**config.mk**
```make
export PLATFORM = sky130hd
export DESIGN_NAME = plic_top
export DESIGN_NICKNAME = d
export VERILOG_FILES = /design/src/plic_pkg.sv /design/src/plic_reg_decode.sv /design/src/plic_gateway.sv /design/src/plic_target.sv /design/src/plic_top.sv
export VERILOG_INCLUDE_DIRS = /design/src /design/src/src
export SDC_FILE = /design/constraint.sdc
export NUM_CORES = 1
export LEC_CHECK = 0
export ABC_AREA = 1
export BUFFER_PORTS_ARGS = -buffer_cell sky130_fd_sc_hd__buf_4
export CORE_MARGIN = 2
export CORE_UTILIZATION = 34
export DETAILED_ROUTE_END_ITERATION = 8
export SLEW_MARGIN = 30
export SYNTH_ARGS = -nofsm -noshare
export SYNTH_HDL_FRONTEND = slang
export SYNTH_SLANG_ARGS = --single-unit
```
**constraint.sdc**
```tcl
create_clock -name clk_i -period 5.4 [get_ports clk_i]
set_clock_uncertainty 0.2 [all_clocks]
set_input_delay 0.81 -clock clk_i [delete_from_list [all_inputs] [get_ports clk_i]]
set_output_delay 0.81 -clock clk_i [all_outputs]
set_load 0.02 [all_outputs]
```
**src/plic_settings.svh**
```systemverilog
/*
 * Build-time sizing for the interrupt controller.
 * Included by the package and by every module that needs a width.
 */
`ifndef PLIC_SETTINGS_SVH
`define PLIC_SETTINGS_SVH

// number of level-triggered sources, ids run from 1 to this value
`define PLIC_N_SOURCE 8

// highest priority a source can be given, 0 never wins over a threshold
`define PLIC_MAX_PRIO 7

// derived widths, the id needs room for 0 as "no interrupt"
`define PLIC_PRIO_W ($clog2(`PLIC_MAX_PRIO + 1))
`define PLIC_ID_W ($clog2(`PLIC_N_SOURCE + 1))

// width of the register port data bus
`define PLIC_DATA_W 32

`endif

```
**src/plic_pkg.sv**
```systemverilog
/*
 * Types shared by the interrupt controller blocks and its testbench.
 * Refer to them by scoped name, e.g. plic_pkg::plic_irq_t.
 */
`include "plic_settings.svh"

package plic_pkg;

  // one bit per interrupt source, bit i belongs to id i+1
  typedef logic [`PLIC_N_SOURCE-1:0] src_vec_t;

  // register map of the strobe port, addresses 12 to 15 are unmapped
  typedef enum logic [3:0] {
    REG_PRIO0     = 4'd0,
    REG_PRIO1     = 4'd1,
    REG_PRIO2     = 4'd2,
    REG_PRIO3     = 4'd3,
    REG_PRIO4     = 4'd4,
    REG_PRIO5     = 4'd5,
    REG_PRIO6     = 4'd6,
    REG_PRIO7     = 4'd7,
    REG_ENABLE    = 4'd8,
    REG_THRESHOLD = 4'd9,
    REG_CLAIM     = 4'd10,
    REG_PENDING   = 4'd11
  } reg_addr_e;

  // single-cycle register access, both strobes low means idle
  typedef struct packed {
    logic                    we;
    logic                    re;
    reg_addr_e               addr;
    logic [`PLIC_DATA_W-1:0] wdata;
  } reg_req_t;

  // configuration handed from the register block to the arbiter
  typedef struct packed {
    logic [`PLIC_N_SOURCE-1:0][`PLIC_PRIO_W-1:0] prio;
    src_vec_t                                    enable;
    logic [`PLIC_PRIO_W-1:0]                     threshold;
  } plic_cfg_t;

  // registered arbitration result, id is valid even when irq stays low
  typedef struct packed {
    logic                  irq;
    logic [`PLIC_ID_W-1:0] id;
  } plic_irq_t;

endpackage

```
**src/plic_reg_decode.sv**
```systemverilog
/*
 * Register block of the interrupt controller. Holds priorities, enable and
 * threshold, turns claim reads and completion writes into one-hot pulses
 * and returns registered read data one cycle after the read strobe.
 */
`timescale 1ns/100ps
`include "plic_settings.svh"

module plic_reg_decode (
  input  logic                    clk_i,
  input  logic                    rst_ni,
  input  plic_pkg::reg_req_t      reg_req_i,
  input  plic_pkg::src_vec_t      pending_i,
  input  plic_pkg::plic_irq_t     irq_i,
  output plic_pkg::plic_cfg_t     cfg_o,
  output plic_pkg::src_vec_t      claim_o,
  output plic_pkg::src_vec_t      complete_o,
  output logic [`PLIC_DATA_W-1:0] rdata_o
);

  localparam int IdW   = `PLIC_ID_W;
  localparam int DataW = `PLIC_DATA_W;

  plic_pkg::plic_cfg_t cfg_q;
  logic [DataW-1:0]    rdata_d;
  logic [DataW-1:0]    rdata_q;

  // configuration writes land on the next edge, claim and pending are not stored here
  always_ff @(posedge clk_i or negedge rst_ni) begin
    if (!rst_ni) begin
      cfg_q <= '0;
    end else if (reg_req_i.we) begin
      if (reg_req_i.addr == plic_pkg::REG_ENABLE) begin
        cfg_q.enable <= reg_req_i.wdata[`PLIC_N_SOURCE-1:0];
      end
      if (reg_req_i.addr == plic_pkg::REG_THRESHOLD) begin
        cfg_q.threshold <= reg_req_i.wdata[`PLIC_PRIO_W-1:0];
      end
      // priority registers sit at addresses 0 to N-1
      for (int i = 0; i < `PLIC_N_SOURCE; i++) begin
        if (reg_req_i.addr == plic_pkg::reg_addr_e'(i)) begin
          cfg_q.prio[i] <= reg_req_i.wdata[`PLIC_PRIO_W-1:0];
        end
      end
    end
  end

  // a claim read picks the source the arbiter currently reports,
  // a write to the claim register completes the id in the write data
  always_comb begin
    claim_o    = '0;
    complete_o = '0;
    for (int i = 0; i < `PLIC_N_SOURCE; i++) begin
      if (reg_req_i.re && reg_req_i.addr == plic_pkg::REG_CLAIM &&
          irq_i.id == IdW'(i + 1)) begin
        claim_o[i] = 1'b1;
      end
      // ids of 0 or beyond the source count never match
      if (reg_req_i.we && reg_req_i.addr == plic_pkg::REG_CLAIM &&
          reg_req_i.wdata == DataW'(i + 1)) begin
        complete_o[i] = 1'b1;
      end
    end
  end

  // read mux, narrower registers are zero extended and unmapped addresses read 0
  always_comb begin
    rdata_d = '0;
    case (reg_req_i.addr)
      plic_pkg::REG_ENABLE:    rdata_d[`PLIC_N_SOURCE-1:0] = cfg_q.enable;
      plic_pkg::REG_THRESHOLD: rdata_d[`PLIC_PRIO_W-1:0] = cfg_q.threshold;
      plic_pkg::REG_CLAIM:     rdata_d[IdW-1:0] = irq_i.id;
      plic_pkg::REG_PENDING:   rdata_d[`PLIC_N_SOURCE-1:0] = pending_i;
      default: begin
        for (int i = 0; i < `PLIC_N_SOURCE; i++) begin
          if (reg_req_i.addr == plic_pkg::reg_addr_e'(i)) begin
            rdata_d[`PLIC_PRIO_W-1:0] = cfg_q.prio[i];
          end
        end
      end
    endcase
  end

  // read data only moves on a read strobe and holds in between
  always_ff @(posedge clk_i or negedge rst_ni) begin
    if (!rst_ni) begin
      rdata_q <= '0;
    end else if (reg_req_i.re) begin
      rdata_q <= rdata_d;
    end
  end

  assign cfg_o   = cfg_q;
  assign rdata_o = rdata_q;

endmodule

```
**src/plic_gateway.sv**
```systemverilog
/*
 * Gateways for level-triggered sources. Each source owns a pending bit and
 * an in-service bit so that it requests once per claim and completion pair.
 */
`timescale 1ns/100ps

module plic_gateway (
  input  logic               clk_i,
  input  logic               rst_ni,
  input  plic_pkg::src_vec_t src_i,
  input  plic_pkg::src_vec_t claim_i,
  input  plic_pkg::src_vec_t complete_i,
  output plic_pkg::src_vec_t pending_o
);

  plic_pkg::src_vec_t pending_d;
  plic_pkg::src_vec_t pending_q;
  plic_pkg::src_vec_t in_service_d;
  plic_pkg::src_vec_t in_service_q;

  // a high level is latched into pending unless the source is being served,
  // so a level that drops before the claim still leaves its request behind
  // the claim wins over a level that is still high in the same cycle
  assign pending_d = (pending_q | (src_i & ~in_service_q)) & ~claim_i;

  // the claim moves the request into service until the target completes it
  // a completion for a source that was never claimed just keeps it idle
  assign in_service_d = (in_service_q | claim_i) & ~complete_i;

  // once in service has cleared, a source still held high requests again
  // one edge later, since pending looks at the registered in-service bit
  always_ff @(posedge clk_i or negedge rst_ni) begin
    if (!rst_ni) begin
      pending_q    <= '0;
      in_service_q <= '0;
    end else begin
      pending_q    <= pending_d;
      in_service_q <= in_service_d;
    end
  end

  // pending goes to the arbiter and reads back through the pending register
  assign pending_o = pending_q;

endmodule

```
**src/plic_target.sv**
```systemverilog
/*
 * Arbiter for the single target. A binary tree picks the enabled pending
 * source with the highest priority, lower id on a tie, and the result is
 * compared against the threshold and registered.
 */
`timescale 1ns/100ps
`include "plic_settings.svh"

module plic_target (
  input  logic                clk_i,
  input  logic                rst_ni,
  input  plic_pkg::src_vec_t  pending_i,
  input  plic_pkg::plic_cfg_t cfg_i,
  output plic_pkg::plic_irq_t irq_o
);

  localparam int IdW       = `PLIC_ID_W;
  localparam int PrioW     = `PLIC_PRIO_W;
  // the leaf count is rounded up to a power of two
  localparam int NumLevels = $clog2(`PLIC_N_SOURCE);
  localparam int NumNodes  = 2 ** (NumLevels + 1) - 1;

  // node 0 is the root, the leaves take the last 2**NumLevels entries
  logic             is_tree  [NumNodes];
  logic [IdW-1:0]   id_tree  [NumNodes];
  logic [PrioW-1:0] max_tree [NumNodes];

  plic_pkg::plic_irq_t irq_d;
  plic_pkg::plic_irq_t irq_q;

  for (genvar level = 0; level <= NumLevels; level++) begin : gen_level
    // first node of this level and first node of the level below it
    localparam int Base0 = 2 ** level - 1;
    localparam int Base1 = 2 ** (level + 1) - 1;

    for (genvar offset = 0; offset < 2 ** level; offset++) begin : gen_node
      localparam int Pa = Base0 + offset;
      localparam int C0 = Base1 + 2 * offset;
      localparam int C1 = Base1 + 2 * offset + 1;

      if (level == NumLevels) begin : gen_leaf
        if (offset < `PLIC_N_SOURCE) begin : gen_src
          // a leaf is active only when its source is pending and enabled
          assign is_tree[Pa]  = pending_i[offset] & cfg_i.enable[offset];
          assign id_tree[Pa]  = IdW'(offset + 1);
          assign max_tree[Pa] = cfg_i.prio[offset];
        end else begin : gen_pad
          assign is_tree[Pa]  = 1'b0;
          assign id_tree[Pa]  = '0;
          assign max_tree[Pa] = '0;
        end
      end else begin : gen_inner
        logic sel_c1;

        // the upper child only wins when it is alone or strictly higher,
        // which hands ties to the lower id on the left
        assign sel_c1 = is_tree[C1] & (~is_tree[C0] | (max_tree[C1] > max_tree[C0]));

        assign is_tree[Pa]  = is_tree[C0] | is_tree[C1];
        assign id_tree[Pa]  = sel_c1 ? id_tree[C1] : id_tree[C0];
        assign max_tree[Pa] = sel_c1 ? max_tree[C1] : max_tree[C0];
      end
    end
  end

  // the winner's id is reported even when its priority fails the threshold
  assign irq_d.irq = is_tree[0] & (max_tree[0] > cfg_i.threshold);
  assign irq_d.id  = is_tree[0] ? id_tree[0] : '0;

  always_ff @(posedge clk_i or negedge rst_ni) begin
    if (!rst_ni) begin
      irq_q <= '0;
    end else begin
      irq_q <= irq_d;
    end
  end

  assign irq_o = irq_q;

endmodule

```
**src/plic_top.sv**
```systemverilog
/*
 * Top level of the single-target interrupt controller. Wires the register
 * block, the gateways and the arbiter to the register port and sources.
 */
`timescale 1ns/100ps
`include "plic_settings.svh"

module plic_top (
  input  logic                    clk_i,
  input  logic                    rst_ni,
  input  plic_pkg::src_vec_t      src_i,
  input  plic_pkg::reg_req_t      reg_req_i,
  output logic [`PLIC_DATA_W-1:0] reg_rdata_o,
  output plic_pkg::plic_irq_t     irq_o
);

  // configuration from the register block to the arbiter
  plic_pkg::plic_cfg_t cfg;

  // one-hot pulses from the claim register to the gateways
  plic_pkg::src_vec_t claim;
  plic_pkg::src_vec_t complete;

  // latched requests, read by the arbiter and the pending register
  plic_pkg::src_vec_t pending;

  plic_reg_decode i_plic_reg_decode (
    .clk_i      (clk_i),
    .rst_ni     (rst_ni),
    .reg_req_i  (reg_req_i),
    .pending_i  (pending),
    .irq_i      (irq_o),
    .cfg_o      (cfg),
    .claim_o    (claim),
    .complete_o (complete),
    .rdata_o    (reg_rdata_o)
  );

  plic_gateway i_plic_gateway (
    .clk_i      (clk_i),
    .rst_ni     (rst_ni),
    .src_i      (src_i),
    .claim_i    (claim),
    .complete_i (complete),
    .pending_o  (pending)
  );

  // the registered result feeds both the output and claim reads
  plic_target i_plic_target (
    .clk_i     (clk_i),
    .rst_ni    (rst_ni),
    .pending_i (pending),
    .cfg_i     (cfg),
    .irq_o     (irq_o)
  );

endmodule

```
==> flow_summary.yaml <==
synthesis:
  synth.distinct_cells: 34
  syn_avg_cell_area_um2: 7.27
  synth.area.top_cells: "dfrtp_1 (37%), nand2_1 (15%), ha_1 (7.0%)"
  async_flop_share: 1.00
  yosys_most_used_dff: "dfrtp_1"
  yosysTopAreaCell: "dfrtp_1"
  seq_area_frac_synth: 0.371
  synth_edf_count: 0
  yosys_register_bits: 64
  syn-cell-area_um2: 4320
  synth.top_cell.area_share: 0.371
  yosysWarnings: 0
  synth_cells: 594
finish:
  layout_common_cells: "nand2_1 (169), dfrtp_1 (64), inv_1 (62)"
  fin_nets: 729
  final_common_cell: "nand2_1"
  postLayoutCoreUtil: 0.416
  antenna_cells: 0
  area_growth_pct: 20.7
  drive_gt1_frac: 0.153
  nFillCells: 1331
sta:
  clock.fmax_ghz: 0.215
  setup-tns-final_ps: 0
  hold_viol_final: 0
  maxSlewViolCount: 0
  slew_headroom: 0.436
  rsz0062_at_grt: "false"
  worst_pin_slew_ps: 846
  fin_crit_sh: 0.860
  setup_viol: 0
  period_needed_ps: 4640
critical_path:
  critPathMaxFanout: 9
  critical_path_required_ps: 5440
  critPathLaunch: "i_plic_reg_decode.cfg_o[25]"
  cp-end-kind: "flop"
  cp.arrival_ps: 4680
  cp_slowest_stage_delay_ps: 360
  ff2ff_setup_slack_ps: 760
  cp_common_cell: "nand2_1"
  critPathKind: "flop to flop"
  r2r_end: "i_plic_target.irq_o[4]"
  r2r_cells: 31
  cp-start-kind: "flop"
  critPathSlowestCell: "dfrtp_1"
  rr_startpoint: "i_plic_reg_decode.cfg_o[25]"
floorplanning:
  initial_utilization: 0.345
  ios: 85
  die_area_um2: 13600
  placementRows: 41
  die_x_um: 117
  die_h_um: 117
  core_area_um2: 12500
clock_tree:
  cts_sinks: 64
  cts_inserted_buffers: 9
  cts_resized: 0
  insertion_delay_ps: 340
  postCtsSetupBuffers: 0
  cts-htree-levels: 3
  root_buffer: "clkbuf_16"
  path_clk_slew_ps: 60
  holdBufCountCts: 0
  clk_path_buf_depth: 2
  cts_tree: "done"
hold_path:
  worstHoldStart: "i_plic_reg_decode.rdata_o[1]"
  min_path_type: "flop to flop"
  hold_end: "i_plic_reg_decode.rdata_o[1]"
  worstHoldPathCells: 2
route:
  post_drt_wl_per_cell_um: 14.7
  dr.first_iter.drc_count: 197
  final_antenna_net_count: 0
  via_count: 4040
  viasPerCell: 4.84
  drc: 0
  drt-total-wl_mm: 12.3
  firstDrtPassIters: 4
run_status:
  status: "finished clean"
global_routing:
  grt_overflow_total: 0
  antenna_found_initial: 0
  grt_pass1_vias: 3775
  grt_first_pass_wirelength_mm: 19.2
  track_usage: 0.188
  grt_max_degree: 65
pwr:
  peakVddDrop_mv: 0.232
  powerDensity_nw_per_um2: 486
  p_leak_nw: 2.59
placed_design:
  io_buffers: 60
  dp_hpwl_mm: 9.45
  gp_congestion: 0.906
flow_run:
  cap_viol_max_count: 0
==> report_power, final <==
part / internal [mW] / switching, mW / total [mW]
Sequential: 0.591 / 0.111 / 0.702
Clock: 0.466 / 0.230 / 0.695
Combinational: 0.439 / 0.699 / 1.14
Total: 1.50 / 1.04 / 2.54
==> synth_stat cells (all sizes together) (6+ instances only) <==
master and n:
ha 24, nand3 48, nand2 173, inv 68, nor4 16, o21ai 42
and2 6, nand4 8, buf 28, a21oi 28, nor3 13, dfrtp 64
nor2 53
==> logic make-up (layout without fill, tap and decap cells) <==
logic type,Yosys count,in the layout,share of synthesized area
and+or+nand+nor,323,323,0.347
buffers and inverters,99,144,0.109
AOI/OAI and AO/OA,81,81,0.0982
DFF,64,64,0.371
adders and majority gates,24,24,0.0695
muxes,2,2,0.00521
other,1,24,0.000868
==> how the worst max path moves through the flow <==
| stage | depth (start not counted) | to | slack [ps] |
|---|---|---|---|
| finish | 31 | i_plic_target.irq_o[4] | 760 |
| floorplan | 29 | i_plic_target.irq_o[4] | 1280 |
| global placement | 30 | i_plic_target.irq_o[4] | 980 |
| global route | 31 | i_plic_target.irq_o[4] | 270 |
| detailed placement | 31 | i_plic_target.irq_o[4] | 820 |
| CTS | 30 | i_plic_target.irq_o[4] | 820 |
==> critical path, delay by kind of cell (launching register included) <==
family / cells / cell delay [ps]
buf+inv: 4 / 350
fa+ha+maj: 4 / 1260
compound gates: 5 / 750
simple gates: 18 / 1650
flops: 1 / 360
==> state kept, by name (all words and copies together), names as in the netlist <==
name and count:
i_plic_gateway.pending_o 8, i_plic_reg_decode.cfg_o 35, i_plic_gateway.in_service_q 8, i_plic_target.irq_o 5, i_plic_reg_decode.rdata_o 8
==> per-stage QoR <==
step                      area, um2  hold slack, ps  worst slack (ps)  instances  power [mW]
after detailed placement       4860             269               822        818        1.84
final                          5210             278               758        834        2.54
after global routing           5210             309               269        834        2.76
after global placement         4860             267               977        818        1.80
after CTS                      5210             286               816        834        2.54
after floorplan                4410             253              1280        617        1.54
==> area by class of cell <==
cell class	count	area (um2)	share of cell area
clock buffers	10	239	0.0459
clock inverters	6	115	0.0221
inverters	68	255	0.0490
multi-input cells	454	2330	0.448
flip-flops and latches	64	1600	0.307
well taps	172	215	0.0413
repair buffers	60	450	0.0864
==> routing by layer <==
metal	part of all wire	vias up	global-route usage
met2	0.46	114	0.298
met3	0.044	25	0.0208
met1	0.46	1856	0.254
met4	0.032	0	0.0988
met5	0	-	0
li1	-	2045	-
Note: power is estimated with default switching activity, not from simulation.
